==> src/priv_pkg.sv <==
// Privilege unit definitions
`default_nettype none

package priv_pkg;

  typedef logic [11:0] csr_addr_t;
  typedef logic [31:0] csr_data_t;
  typedef logic [63:0] long_csr_t;

  typedef enum logic [1:0] {
    U_MODE        = 2'd0,
    RESERVED_MODE = 2'd2,
    M_MODE        = 2'd3
  } priv_level_t;

  typedef enum logic [1:0] {
    CSR_NONE  = 2'd0,
    CSR_WRITE = 2'd1,
    CSR_SET   = 2'd2,
    CSR_CLEAR = 2'd3
  } csr_op_t;

  typedef enum logic [1:0] {
    DIRECT   = 2'd0,
    VECTORED = 2'd1
  } mtvec_mode_t;

  // Machine trap setup and handling
  localparam csr_addr_t MSTATUS_ADDR       = 12'h300;
  localparam csr_addr_t MISA_ADDR          = 12'h301;
  localparam csr_addr_t MIE_ADDR           = 12'h304;
  localparam csr_addr_t MTVEC_ADDR         = 12'h305;
  localparam csr_addr_t MCOUNTEREN_ADDR    = 12'h306;
  localparam csr_addr_t MCOUNTINHIBIT_ADDR = 12'h320;
  localparam csr_addr_t MSCRATCH_ADDR      = 12'h340;
  localparam csr_addr_t MEPC_ADDR          = 12'h341;
  localparam csr_addr_t MCAUSE_ADDR        = 12'h342;
  localparam csr_addr_t MTVAL_ADDR         = 12'h343;
  localparam csr_addr_t MIP_ADDR           = 12'h344;
  localparam csr_addr_t PMA_REGION0_ADDR   = 12'h7C0; // Custom range
  localparam csr_addr_t PMA_REGION1_ADDR   = 12'h7C1;
  localparam csr_addr_t MCYCLE_ADDR        = 12'hB00;
  localparam csr_addr_t MINSTRET_ADDR      = 12'hB02;
  localparam csr_addr_t MCYCLEH_ADDR       = 12'hB80;
  localparam csr_addr_t MINSTRETH_ADDR     = 12'hB82;
  localparam csr_addr_t MVENDORID_ADDR     = 12'hF11;
  localparam csr_addr_t MARCHID_ADDR       = 12'hF12;
  localparam csr_addr_t MIMPID_ADDR        = 12'hF13;
  localparam csr_addr_t MHARTID_ADDR       = 12'hF14;

  // Field positions in mstatus, mie and mip
  localparam int MIE_BIT  = 3;
  localparam int MPIE_BIT = 7;
  localparam int MPP_LSB  = 11;
  localparam int MSI_BIT  = 3;
  localparam int MTI_BIT  = 7;
  localparam int MEI_BIT  = 11;
  localparam int CY_BIT   = 0;  // mcountinhibit
  localparam int IR_BIT   = 2;
  localparam int PMA_LOCK_BIT = 31;

  localparam csr_data_t MISA_VALUE      = 32'h4010_0100; // MXL=1, U and I
  localparam csr_data_t CAUSE_IRQ_SOFT  = 32'h8000_0003;
  localparam csr_data_t CAUSE_IRQ_TIMER = 32'h8000_0007;
  localparam csr_data_t CAUSE_IRQ_EXT   = 32'h8000_000B;
  localparam csr_data_t HARTID          = 32'd0;

  // Reset values and writable masks
  localparam csr_data_t MSTATUS_RESET = 32'h0000_1800; // mpp = M
  localparam csr_data_t IRQ_MASK =
    (32'd1 << MSI_BIT) | (32'd1 << MTI_BIT) | (32'd1 << MEI_BIT);
  localparam csr_data_t INHIBIT_MASK = (32'd1 << CY_BIT) | (32'd1 << IR_BIT);

endpackage

`default_nettype wire

==> src/priv_csr_if.sv <==
// CSR file to trap controller link
`timescale 1ns/10ps
`default_nettype none

interface priv_csr_if;

  // Current register values
  priv_pkg::csr_data_t curr_mstatus;
  priv_pkg::csr_data_t curr_mie;
  priv_pkg::csr_data_t curr_mip;
  priv_pkg::csr_data_t curr_mtvec;
  priv_pkg::csr_data_t curr_mepc;

  // Hardware overrides that win over CSR writes
  logic inject_mstatus, inject_mepc, inject_mcause, inject_mtval, inject_mip;
  priv_pkg::csr_data_t next_mstatus;
  priv_pkg::csr_data_t next_mepc;
  priv_pkg::csr_data_t next_mcause;
  priv_pkg::csr_data_t next_mtval;
  priv_pkg::csr_data_t next_mip;

  modport csr (
    output curr_mstatus, curr_mie, curr_mip, curr_mtvec, curr_mepc,
    input  inject_mstatus, inject_mepc, inject_mcause, inject_mtval, inject_mip,
    input  next_mstatus, next_mepc, next_mcause, next_mtval, next_mip
  );

  modport trap (
    input  curr_mstatus, curr_mie, curr_mip, curr_mtvec, curr_mepc,
    output inject_mstatus, inject_mepc, inject_mcause, inject_mtval, inject_mip,
    output next_mstatus, next_mepc, next_mcause, next_mtval, next_mip
  );

endinterface

`default_nettype wire

==> src/priv_ext_if.sv <==
// Extension CSR broadcast
`timescale 1ns/10ps
`default_nettype none

interface priv_ext_if;

  priv_pkg::csr_addr_t csr_addr;
  priv_pkg::csr_data_t value_in;   // Combined new value
  logic                csr_active;
  logic                ack;        // Extension owns csr_addr
  logic                invalid_csr;
  priv_pkg::csr_data_t value_out;

  modport csr (
    output csr_addr, value_in, csr_active,
    input  ack, invalid_csr, value_out
  );

  modport ext (
    input  csr_addr, value_in, csr_active,
    output ack, invalid_csr, value_out
  );

endinterface

`default_nettype wire

==> src/priv_csr_file.sv <==
// Machine CSR file
`timescale 1ns/10ps
`default_nettype none

module priv_csr_file (
  input  logic                  CLK,
  input  logic                  nRST,
  input  priv_pkg::csr_addr_t   csr_addr,
  input  priv_pkg::csr_op_t     csr_op,
  input  priv_pkg::csr_data_t   csr_wdata,
  input  priv_pkg::priv_level_t curr_priv,
  input  logic                  inst_ret,
  output priv_pkg::csr_data_t   csr_rdata,
  output logic                  csr_invalid,
  priv_csr_if.csr               prv,
  priv_ext_if.csr               ext
);

  priv_pkg::csr_data_t mstatus, mstatus_next;
  priv_pkg::csr_data_t mie, mie_next;
  priv_pkg::csr_data_t mip, mip_next;
  priv_pkg::csr_data_t mtvec, mtvec_next;
  priv_pkg::csr_data_t mscratch, mscratch_next;
  priv_pkg::csr_data_t mepc, mepc_next;
  priv_pkg::csr_data_t mcause, mcause_next;
  priv_pkg::csr_data_t mtval, mtval_next;
  priv_pkg::csr_data_t mcounteren, mcounteren_next;
  priv_pkg::csr_data_t mcountinhibit, mcountinhibit_next;
  priv_pkg::long_csr_t cycle_cnt, cycle_next;
  priv_pkg::long_csr_t instret_cnt, instret_next;

  priv_pkg::csr_data_t old_val, new_val;
  priv_pkg::csr_data_t mstatus_wr, mtvec_wr;
  logic [1:0]          wr_mpp, wr_mode;
  logic                addr_known, priv_fail, addr_fail, wr_en;

  // Privilege and address checks
  assign priv_fail = (csr_op != priv_pkg::CSR_NONE) && (csr_addr[9:8] > curr_priv);
  assign addr_fail = (csr_op != priv_pkg::CSR_NONE) && !addr_known && !ext.ack;
  assign csr_invalid = priv_fail | addr_fail | ext.invalid_csr;
  assign wr_en = (csr_op != priv_pkg::CSR_NONE) && !csr_invalid;
  assign csr_rdata = old_val;

  assign ext.csr_addr = csr_addr;
  assign ext.value_in = new_val;
  assign ext.csr_active = (csr_op != priv_pkg::CSR_NONE) && !priv_fail;

  always_comb begin
    case (csr_op)
      priv_pkg::CSR_SET:   new_val = old_val | csr_wdata;
      priv_pkg::CSR_CLEAR: new_val = old_val & ~csr_wdata;
      default:             new_val = csr_wdata;
    endcase
  end

  // WARL legalization
  assign wr_mpp = new_val[priv_pkg::MPP_LSB +: 2];
  assign wr_mode = new_val[1:0];

  always_comb begin
    mstatus_wr = '0;
    mstatus_wr[priv_pkg::MIE_BIT] = new_val[priv_pkg::MIE_BIT];
    mstatus_wr[priv_pkg::MPIE_BIT] = new_val[priv_pkg::MPIE_BIT];
    // Reserved and S encodings collapse to U
    mstatus_wr[priv_pkg::MPP_LSB +: 2] = (wr_mpp == priv_pkg::M_MODE) ? priv_pkg::M_MODE
                                                                       : priv_pkg::U_MODE;
    mtvec_wr = {new_val[31:2], wr_mode};
    if (wr_mode > priv_pkg::VECTORED) begin
      mtvec_wr[1:0] = priv_pkg::DIRECT;
    end
  end

  always_comb begin
    mstatus_next = mstatus;
    mie_next = mie;
    mip_next = mip;
    mtvec_next = mtvec;
    mscratch_next = mscratch;
    mepc_next = mepc;
    mcause_next = mcause;
    mtval_next = mtval;
    mcounteren_next = mcounteren;
    mcountinhibit_next = mcountinhibit;
    cycle_next = cycle_cnt;
    instret_next = instret_cnt;

    if (!mcountinhibit[priv_pkg::CY_BIT]) begin
      cycle_next = cycle_cnt + 64'd1;
    end
    if (!mcountinhibit[priv_pkg::IR_BIT]) begin
      instret_next = instret_cnt + {63'd0, inst_ret};
    end

    // Read-only addresses fall through untouched
    if (wr_en) begin
      case (csr_addr)
        priv_pkg::MSTATUS_ADDR:       mstatus_next = mstatus_wr;
        priv_pkg::MIE_ADDR:           mie_next = new_val & priv_pkg::IRQ_MASK;
        priv_pkg::MIP_ADDR:           mip_next = new_val & priv_pkg::IRQ_MASK;
        priv_pkg::MTVEC_ADDR:         mtvec_next = mtvec_wr;
        priv_pkg::MSCRATCH_ADDR:      mscratch_next = new_val;
        priv_pkg::MEPC_ADDR:          mepc_next = {new_val[31:2], 2'b00};
        priv_pkg::MCAUSE_ADDR:        mcause_next = new_val;
        priv_pkg::MTVAL_ADDR:         mtval_next = new_val;
        priv_pkg::MCOUNTEREN_ADDR:    mcounteren_next = new_val;
        priv_pkg::MCOUNTINHIBIT_ADDR: mcountinhibit_next = new_val & priv_pkg::INHIBIT_MASK;
        priv_pkg::MCYCLE_ADDR:        cycle_next[31:0] = new_val;
        priv_pkg::MCYCLEH_ADDR:       cycle_next[63:32] = new_val;
        priv_pkg::MINSTRET_ADDR:      instret_next[31:0] = new_val;
        priv_pkg::MINSTRETH_ADDR:     instret_next[63:32] = new_val;
        default: ;
      endcase
    end

    // Trap controller overrides
    if (prv.inject_mstatus) mstatus_next = prv.next_mstatus;
    if (prv.inject_mepc)    mepc_next = prv.next_mepc;
    if (prv.inject_mcause)  mcause_next = prv.next_mcause;
    if (prv.inject_mtval)   mtval_next = prv.next_mtval;
    if (prv.inject_mip)     mip_next = prv.next_mip;
  end

  always_ff @(posedge CLK, negedge nRST) begin
    if (!nRST) begin
      mstatus <= priv_pkg::MSTATUS_RESET;
      mie <= '0;
      mip <= '0;
      mtvec <= '0;
      mscratch <= '0;
      mepc <= '0;
      mcause <= '0;
      mtval <= '0;
      mcounteren <= '0;
      mcountinhibit <= '0;
      cycle_cnt <= '0;
      instret_cnt <= '0;
    end else begin
      mstatus <= mstatus_next;
      mie <= mie_next;
      mip <= mip_next;
      mtvec <= mtvec_next;
      mscratch <= mscratch_next;
      mepc <= mepc_next;
      mcause <= mcause_next;
      mtval <= mtval_next;
      mcounteren <= mcounteren_next;
      mcountinhibit <= mcountinhibit_next;
      cycle_cnt <= cycle_next;
      instret_cnt <= instret_next;
    end
  end

  // Readback with extensions answering unknown addresses
  always_comb begin
    old_val = '0;
    addr_known = 1'b1;
    case (csr_addr)
      priv_pkg::MSTATUS_ADDR:       old_val = mstatus;
      priv_pkg::MISA_ADDR:          old_val = priv_pkg::MISA_VALUE;
      priv_pkg::MIE_ADDR:           old_val = mie;
      priv_pkg::MIP_ADDR:           old_val = mip;
      priv_pkg::MTVEC_ADDR:         old_val = mtvec;
      priv_pkg::MSCRATCH_ADDR:      old_val = mscratch;
      priv_pkg::MEPC_ADDR:          old_val = mepc;
      priv_pkg::MCAUSE_ADDR:        old_val = mcause;
      priv_pkg::MTVAL_ADDR:         old_val = mtval;
      priv_pkg::MCOUNTEREN_ADDR:    old_val = mcounteren;
      priv_pkg::MCOUNTINHIBIT_ADDR: old_val = mcountinhibit;
      priv_pkg::MCYCLE_ADDR:        old_val = cycle_cnt[31:0];
      priv_pkg::MCYCLEH_ADDR:       old_val = cycle_cnt[63:32];
      priv_pkg::MINSTRET_ADDR:      old_val = instret_cnt[31:0];
      priv_pkg::MINSTRETH_ADDR:     old_val = instret_cnt[63:32];
      priv_pkg::MHARTID_ADDR:       old_val = priv_pkg::HARTID;
      priv_pkg::MVENDORID_ADDR,
      priv_pkg::MARCHID_ADDR,
      priv_pkg::MIMPID_ADDR:        old_val = '0; // Unimplemented IDs read zero
      default: begin
        addr_known = 1'b0;
        if (ext.ack) begin
          old_val = ext.value_out;
        end
      end
    endcase
  end

  assign prv.curr_mstatus = mstatus;
  assign prv.curr_mie = mie;
  assign prv.curr_mip = mip;
  assign prv.curr_mtvec = mtvec;
  assign prv.curr_mepc = mepc;

endmodule

`default_nettype wire

==> src/priv_pma_regs.sv <==
// Lockable memory attribute regions
`timescale 1ns/10ps
`default_nettype none

module priv_pma_regs (
  input logic     CLK,
  input logic     nRST,
  priv_ext_if.ext ext
);

  priv_pkg::csr_data_t region [0:1];
  priv_pkg::csr_data_t stored;
  logic                hit, sel, locked;

  assign sel = ext.csr_addr[0]; // 0x7C0 or 0x7C1
  assign hit = ext.csr_active && ((ext.csr_addr == priv_pkg::PMA_REGION0_ADDR) ||
                                  (ext.csr_addr == priv_pkg::PMA_REGION1_ADDR));
  assign stored = region[sel];
  assign locked = stored[priv_pkg::PMA_LOCK_BIT];

  assign ext.ack = hit;
  assign ext.value_out = stored;
  // Locked entry refuses any change but lets a plain read pass
  assign ext.invalid_csr = hit && locked && (ext.value_in != stored);

  always_ff @(posedge CLK, negedge nRST) begin
    if (!nRST) begin
      region[0] <= '0;
      region[1] <= '0;
    end else if (hit && !locked) begin
      region[sel] <= ext.value_in;
    end
  end

endmodule

`default_nettype wire

==> src/priv_trap_ctrl.sv <==
// Trap and interrupt controller
`timescale 1ns/10ps
`default_nettype none

module priv_trap_ctrl (
  input  logic                  CLK,
  input  logic                  nRST,
  input  logic                  exc_req,
  input  priv_pkg::csr_data_t   exc_cause,
  input  priv_pkg::csr_data_t   exc_epc,
  input  priv_pkg::csr_data_t   exc_tval,
  input  logic                  mret,
  input  priv_pkg::priv_level_t curr_priv,
  input  logic                  irq_ext,
  input  logic                  irq_timer,
  input  logic                  irq_soft,
  input  logic                  irq_take,
  output logic                  irq_req,
  output priv_pkg::csr_data_t   trap_pc,
  priv_csr_if.trap              prv
);

  priv_pkg::csr_data_t irq_lines, irq_lines_q, irq_pend, irq_cause;
  priv_pkg::csr_data_t trap_base, trap_mstatus, mret_mstatus;
  logic                take_exc, take_irq, do_mret;

  always_comb begin
    irq_lines = '0;
    irq_lines[priv_pkg::MSI_BIT] = irq_soft;
    irq_lines[priv_pkg::MTI_BIT] = irq_timer;
    irq_lines[priv_pkg::MEI_BIT] = irq_ext;
  end

  // Last sampled lines so mip is refreshed only when one changes
  always_ff @(posedge CLK, negedge nRST) begin
    if (!nRST) begin
      irq_lines_q <= '0;
    end else begin
      irq_lines_q <= irq_lines;
    end
  end

  assign prv.inject_mip = (irq_lines != irq_lines_q);
  assign prv.next_mip = irq_lines;

  assign irq_pend = prv.curr_mip & prv.curr_mie & priv_pkg::IRQ_MASK;
  assign irq_req = (|irq_pend) & prv.curr_mstatus[priv_pkg::MIE_BIT];

  always_comb begin
    if (irq_pend[priv_pkg::MEI_BIT]) irq_cause = priv_pkg::CAUSE_IRQ_EXT;
    else if (irq_pend[priv_pkg::MSI_BIT]) irq_cause = priv_pkg::CAUSE_IRQ_SOFT;
    else irq_cause = priv_pkg::CAUSE_IRQ_TIMER;
  end

  // Exception beats interrupt beats mret
  assign take_exc = exc_req;
  assign take_irq = !exc_req && irq_take && irq_req;
  assign do_mret = !exc_req && !take_irq && mret;

  always_comb begin
    trap_mstatus = prv.curr_mstatus;
    trap_mstatus[priv_pkg::MPIE_BIT] = prv.curr_mstatus[priv_pkg::MIE_BIT];
    trap_mstatus[priv_pkg::MIE_BIT] = 1'b0;
    trap_mstatus[priv_pkg::MPP_LSB +: 2] = curr_priv;
    mret_mstatus = prv.curr_mstatus;
    mret_mstatus[priv_pkg::MIE_BIT] = prv.curr_mstatus[priv_pkg::MPIE_BIT];
    mret_mstatus[priv_pkg::MPIE_BIT] = 1'b1;
    mret_mstatus[priv_pkg::MPP_LSB +: 2] = priv_pkg::U_MODE;
  end

  assign prv.inject_mstatus = take_exc | take_irq | do_mret;
  assign prv.next_mstatus = do_mret ? mret_mstatus : trap_mstatus;
  assign prv.inject_mepc = take_exc | take_irq;
  assign prv.next_mepc = exc_epc;
  assign prv.inject_mcause = take_exc | take_irq;
  assign prv.next_mcause = take_exc ? exc_cause : irq_cause;
  assign prv.inject_mtval = take_exc | take_irq;
  assign prv.next_mtval = take_exc ? exc_tval : '0; // Interrupts carry no tval

  assign trap_base = {prv.curr_mtvec[31:2], 2'b00};

  always_comb begin
    if (do_mret) begin
      trap_pc = prv.curr_mepc;
    end else if (!exc_req && irq_req && (prv.curr_mtvec[1:0] == priv_pkg::VECTORED)) begin
      trap_pc = trap_base + {irq_cause[29:0], 2'b00};
    end else begin
      trap_pc = trap_base; // Exceptions are always direct
    end
  end

endmodule

`default_nettype wire

==> src/priv_unit.sv <==
// Machine-mode privilege unit
`timescale 1ns/10ps
`default_nettype none

module priv_unit (
  input  logic                  CLK,
  input  logic                  nRST,
  input  priv_pkg::csr_addr_t   csr_addr,
  input  priv_pkg::csr_op_t     csr_op,
  input  priv_pkg::csr_data_t   csr_wdata,
  input  priv_pkg::priv_level_t curr_priv,
  input  logic                  inst_ret,
  output priv_pkg::csr_data_t   csr_rdata,
  output logic                  csr_invalid,
  input  logic                  exc_req,
  input  priv_pkg::csr_data_t   exc_cause,
  input  priv_pkg::csr_data_t   exc_epc,
  input  priv_pkg::csr_data_t   exc_tval,
  input  logic                  mret,
  input  logic                  irq_ext,
  input  logic                  irq_timer,
  input  logic                  irq_soft,
  input  logic                  irq_take,
  output logic                  irq_req,
  output priv_pkg::csr_data_t   trap_pc
);

  priv_csr_if prv_if ();
  priv_ext_if ext_if ();

  priv_csr_file csr_file_i (
    .CLK, .nRST, .csr_addr, .csr_op, .csr_wdata, .curr_priv, .inst_ret,
    .csr_rdata, .csr_invalid,
    .prv (prv_if.csr),
    .ext (ext_if.csr)
  );

  priv_trap_ctrl trap_ctrl_i (
    .CLK, .nRST, .exc_req, .exc_cause, .exc_epc, .exc_tval, .mret, .curr_priv,
    .irq_ext, .irq_timer, .irq_soft, .irq_take, .irq_req, .trap_pc,
    .prv (prv_if.trap)
  );

  priv_pma_regs pma_regs_i (
    .CLK, .nRST,
    .ext (ext_if.ext)
  );

endmodule

`default_nettype wire

==> config.mk <==
export PLATFORM = sky130hd
export DESIGN_NAME = priv_unit
export DESIGN_NICKNAME = d
export VERILOG_FILES = /design/src/priv_pkg.sv /design/src/priv_csr_if.sv /design/src/priv_ext_if.sv /design/src/priv_csr_file.sv /design/src/priv_pma_regs.sv /design/src/priv_trap_ctrl.sv /design/src/priv_unit.sv
export SDC_FILE = /design/constraint.sdc
export NUM_CORES = 1
export LEC_CHECK = 0
export ABC_AREA = 0
export BUFFER_PORTS_ARGS = -buffer_cell sky130_fd_sc_hd__buf_2
export CAP_MARGIN = 20
export CELL_PAD_IN_SITES_DETAIL_PLACEMENT = 2
export CELL_PAD_IN_SITES_GLOBAL_PLACEMENT = 2
export CORE_UTILIZATION = 25
export CTS_BUF_LIST = sky130_fd_sc_hd__clkbuf_4
export DETAILED_ROUTE_END_ITERATION = 7
export PLACE_DENSITY = 0.64
export SYNTH_ARGS = -nofsm -noshare
export SYNTH_HDL_FRONTEND = slang
export SYNTH_SLANG_ARGS = --single-unit
export TNS_END_PERCENT = 100
==> constraint.sdc <==
create_clock -name CLK -period 11.21 [get_ports CLK]
set_input_delay 1.6815 -clock CLK [delete_from_list [all_inputs] [get_ports CLK]]
set_output_delay 1.6815 -clock CLK [all_outputs]
set_load 0.02 [all_outputs]
==> out/metrics.csv <==
metric,value,unit
"EDFF count, synth",0,
initial antenna violation count,14,
vias in the first global route,26700,
detailed-route via count,25500,
post-synthesis register bit count,399,
Pre-antenna DRT Iters,8,
clk slew on worst S/H paths,0.06,ns
Clock Path Buffers,3,
Clock Skews,0.0506,ns
Post-CTS Hold Buffers,0,
total power,3420,uW
drt wl/cell,30.3,um
placed cell count,4399,
RD Place Congestion,0.985,
H-tree depth,3,
ys async rst share,100,%
Die X,326,um
"Hold Violations, Final",0,
min-delay src,pma_regs_i.region[42],
global-route wire length before repair,200000,um
r2r endpoint,csr_file_i.cycle_cnt[62],
Synth cell types,96,
clk_lat worst skew,0.99,ns
RSZ-0062 raised after global routing,false,
Reg-to-Reg Start,csr_file_i.mtval[16],
largest net degree at the start of global routing,90,
Fill cells,12000,
Post-Route Setup TNS,0,ns
"antenna viol nets, final",0,
DRC,0,
GRT Overall Usage,25.9,%
# rows,118,
Worst Max-Slew Pin Slew,1.22,ns
Syn Area/Cell,8.97,sq um
sequential element share of the synthesized area,38.2,%
worst vdd ir,0.0642,mV
Num CTS Buffers,117,
FF-to-FF setup slack,5.94,ns
min-delay worst type,reg2reg,
worst path required time,9.53,ns
Port-buffer cells,218,
post-synth net total,3079,
CP max FO,58,
starting DRC count in detailed routing,2319,
max-cap viol count,0,
cells on worst reg2reg path,12,
Final min period,8.17,ns
Detailed Route WL,139000,um
clock sink total,399,
HPWL after detailed placement,103000,um
Finished Layout Cells,4600,
DIE AREA,106000,sq um
via/cell ratio,5.55,
fin crit share,72.9,%
Netlist Area Pre-Place,26200,sq um
I/O pins,219,
leak pwr,0.0123,uW
Final setup viols,0,
area of the core,104000,sq um
hold depth,2,
Area Overhead vs Synth,15.5,%
Main synth FF type,dfrtp_1,
clk root buf,clkbuf_4,
Fmax,122,MHz
gr ovfl total,0,
CTS resizes,0,
final design utilization,29.2,%
Worst EP arrival,6.49,ns
Initial Util,25.2,%
Syn Inst Count,2918,
"Setup Fix Bufs, Post-CTS",0,
worst slack at placement,3.05,ns
yosys synthesis warning count,0,
Hold EP,pma_regs_i.region[42],
worst setup margin,3.04,ns
PwrDens,113,nW/um^2
crit path capture type,output port,
share of post-route cells with drive strength above 1,19.1,%
CTS tree,yes,
Slew Limit Fails,0,
Die H,326,um
Critical Path Start Type,input pin,
nets,3303,
outcome,"complete, no violations",
Slew HR,18.6,%
WS Path Type,in2out,
==> critical path: stages <==
cell      delay (ns)
buf_4           0.30
or4_1           1.00
nor2_1          0.72
a221oi_1        0.33
o221ai_1        0.41
o21ai_0         0.16
or4_1           0.53
nor4_1          0.53
o211a_1         0.28
a21oi_1         0.08
nor2_1          0.12
nor3_1          0.10
buf_2           0.19
==> worst max path at each step <==
stage,from,cells after the start,to,slack (ns)
floorplan,csr_addr[7],14,csr_invalid,5.00
global placement,csr_addr[1],13,csr_invalid,3.03
detailed placement,csr_addr[1],13,csr_invalid,3.05
CTS,csr_addr[1],13,csr_invalid,3.03
global route,csr_addr[1],14,csr_invalid,2.96
finish,csr_addr[1],13,csr_invalid,3.04
==> sequential cells by signal, indices dropped and copies added (netlist names), 4 cells and up <==
name	flops
csr_file_i.mtval	32
csr_file_i.prv.curr_mtvec	32
csr_file_i.prv.curr_mepc	32
csr_file_i.mcause	32
pma_regs_i.region	64
csr_file_i.cycle_cnt	64
csr_file_i.prv.curr_mstatus	4
csr_file_i.mscratch	32
csr_file_i.mcounteren	32
csr_file_i.instret_cnt	64
==> logic make-up after synthesis <==
family                   synth area share, %
AO/OA/AOI/OAI                           15.9
multiplexers                            15.6
flip-flops                              38.2
XOR/XNOR                                5.46
adder cells (fa/ha/maj)                0.383
buffers and inverters                   6.29
AND/OR/NAND/NOR                         18.2
==> per-stage QoR <==
| stage | hold WS, ns | area [sq um] |
|---|---|---|
| floorplan | 0.442 | 26200 |
| global placement | 0.459 | 28800 |
| detailed placement | 0.469 | 28800 |
| CTS | 0.485 | 30100 |
| global route | 0.503 | 30200 |
| finish | 0.479 | 30200 |
==> power by group <==
part	internal, uW	switching (uW)	leakage (uW)
registers	1490	49.1	0.00460
clock network	632	724	0.000789
logic	150	376	0.00695
total	2270	1150	0.0123
==> synth_stat cells, drive strengths merged (70+ instances only) <==
master | count | area, sq um
xor2 | 70 | 613
nor3 | 78 | 445
nand3 | 112 | 561
dfrtp | 397 | 9930
clkbuf | 138 | 518
nor2 | 202 | 758
a21oi | 158 | 795
buf | 71 | 474
o21ai | 133 | 677
mux2i | 313 | 3130
inv | 174 | 653
xnor2 | 93 | 815
nand2 | 281 | 1050
==> layout by cell type (no fill, tap or decap), types with 71 or more instances in the layout <==
cell	count
xnor2_1	93
dfrtp_1	397
a21oi_1	152
inv_1	174
clkbuf_4	154
nor2_1	201
mux2i_1	313
o21ai_0	129
nand2_1	280
nand3_1	112
buf_2	216
nor3_1	71
buf_4	93
==> layout make-up <==
class	instances	area, sq um	area share, %
Timing Repair Buffer	314	1860	6.16
Antenna cell	5	12.5	0.0414
Clock buffer	154	1160	3.83
Inverter	174	653	2.16
Multi-Input combinational cell	2136	14700	48.5
Sequential cell	399	9990	33.1
Clock inverter	38	166	0.551
Tap cell	1380	1730	5.71
==> per-layer routing <==
metal,GRT usage (%),vias up,wire (um)
li1,-,10900,-
met1,36.1,13200,62300
met2,40.3,1123,61700
met3,4.99,244,10700
met4,8.10,6,4810
met5,0,-,33
No activity file was read; power rests on OpenSTA's default activity.
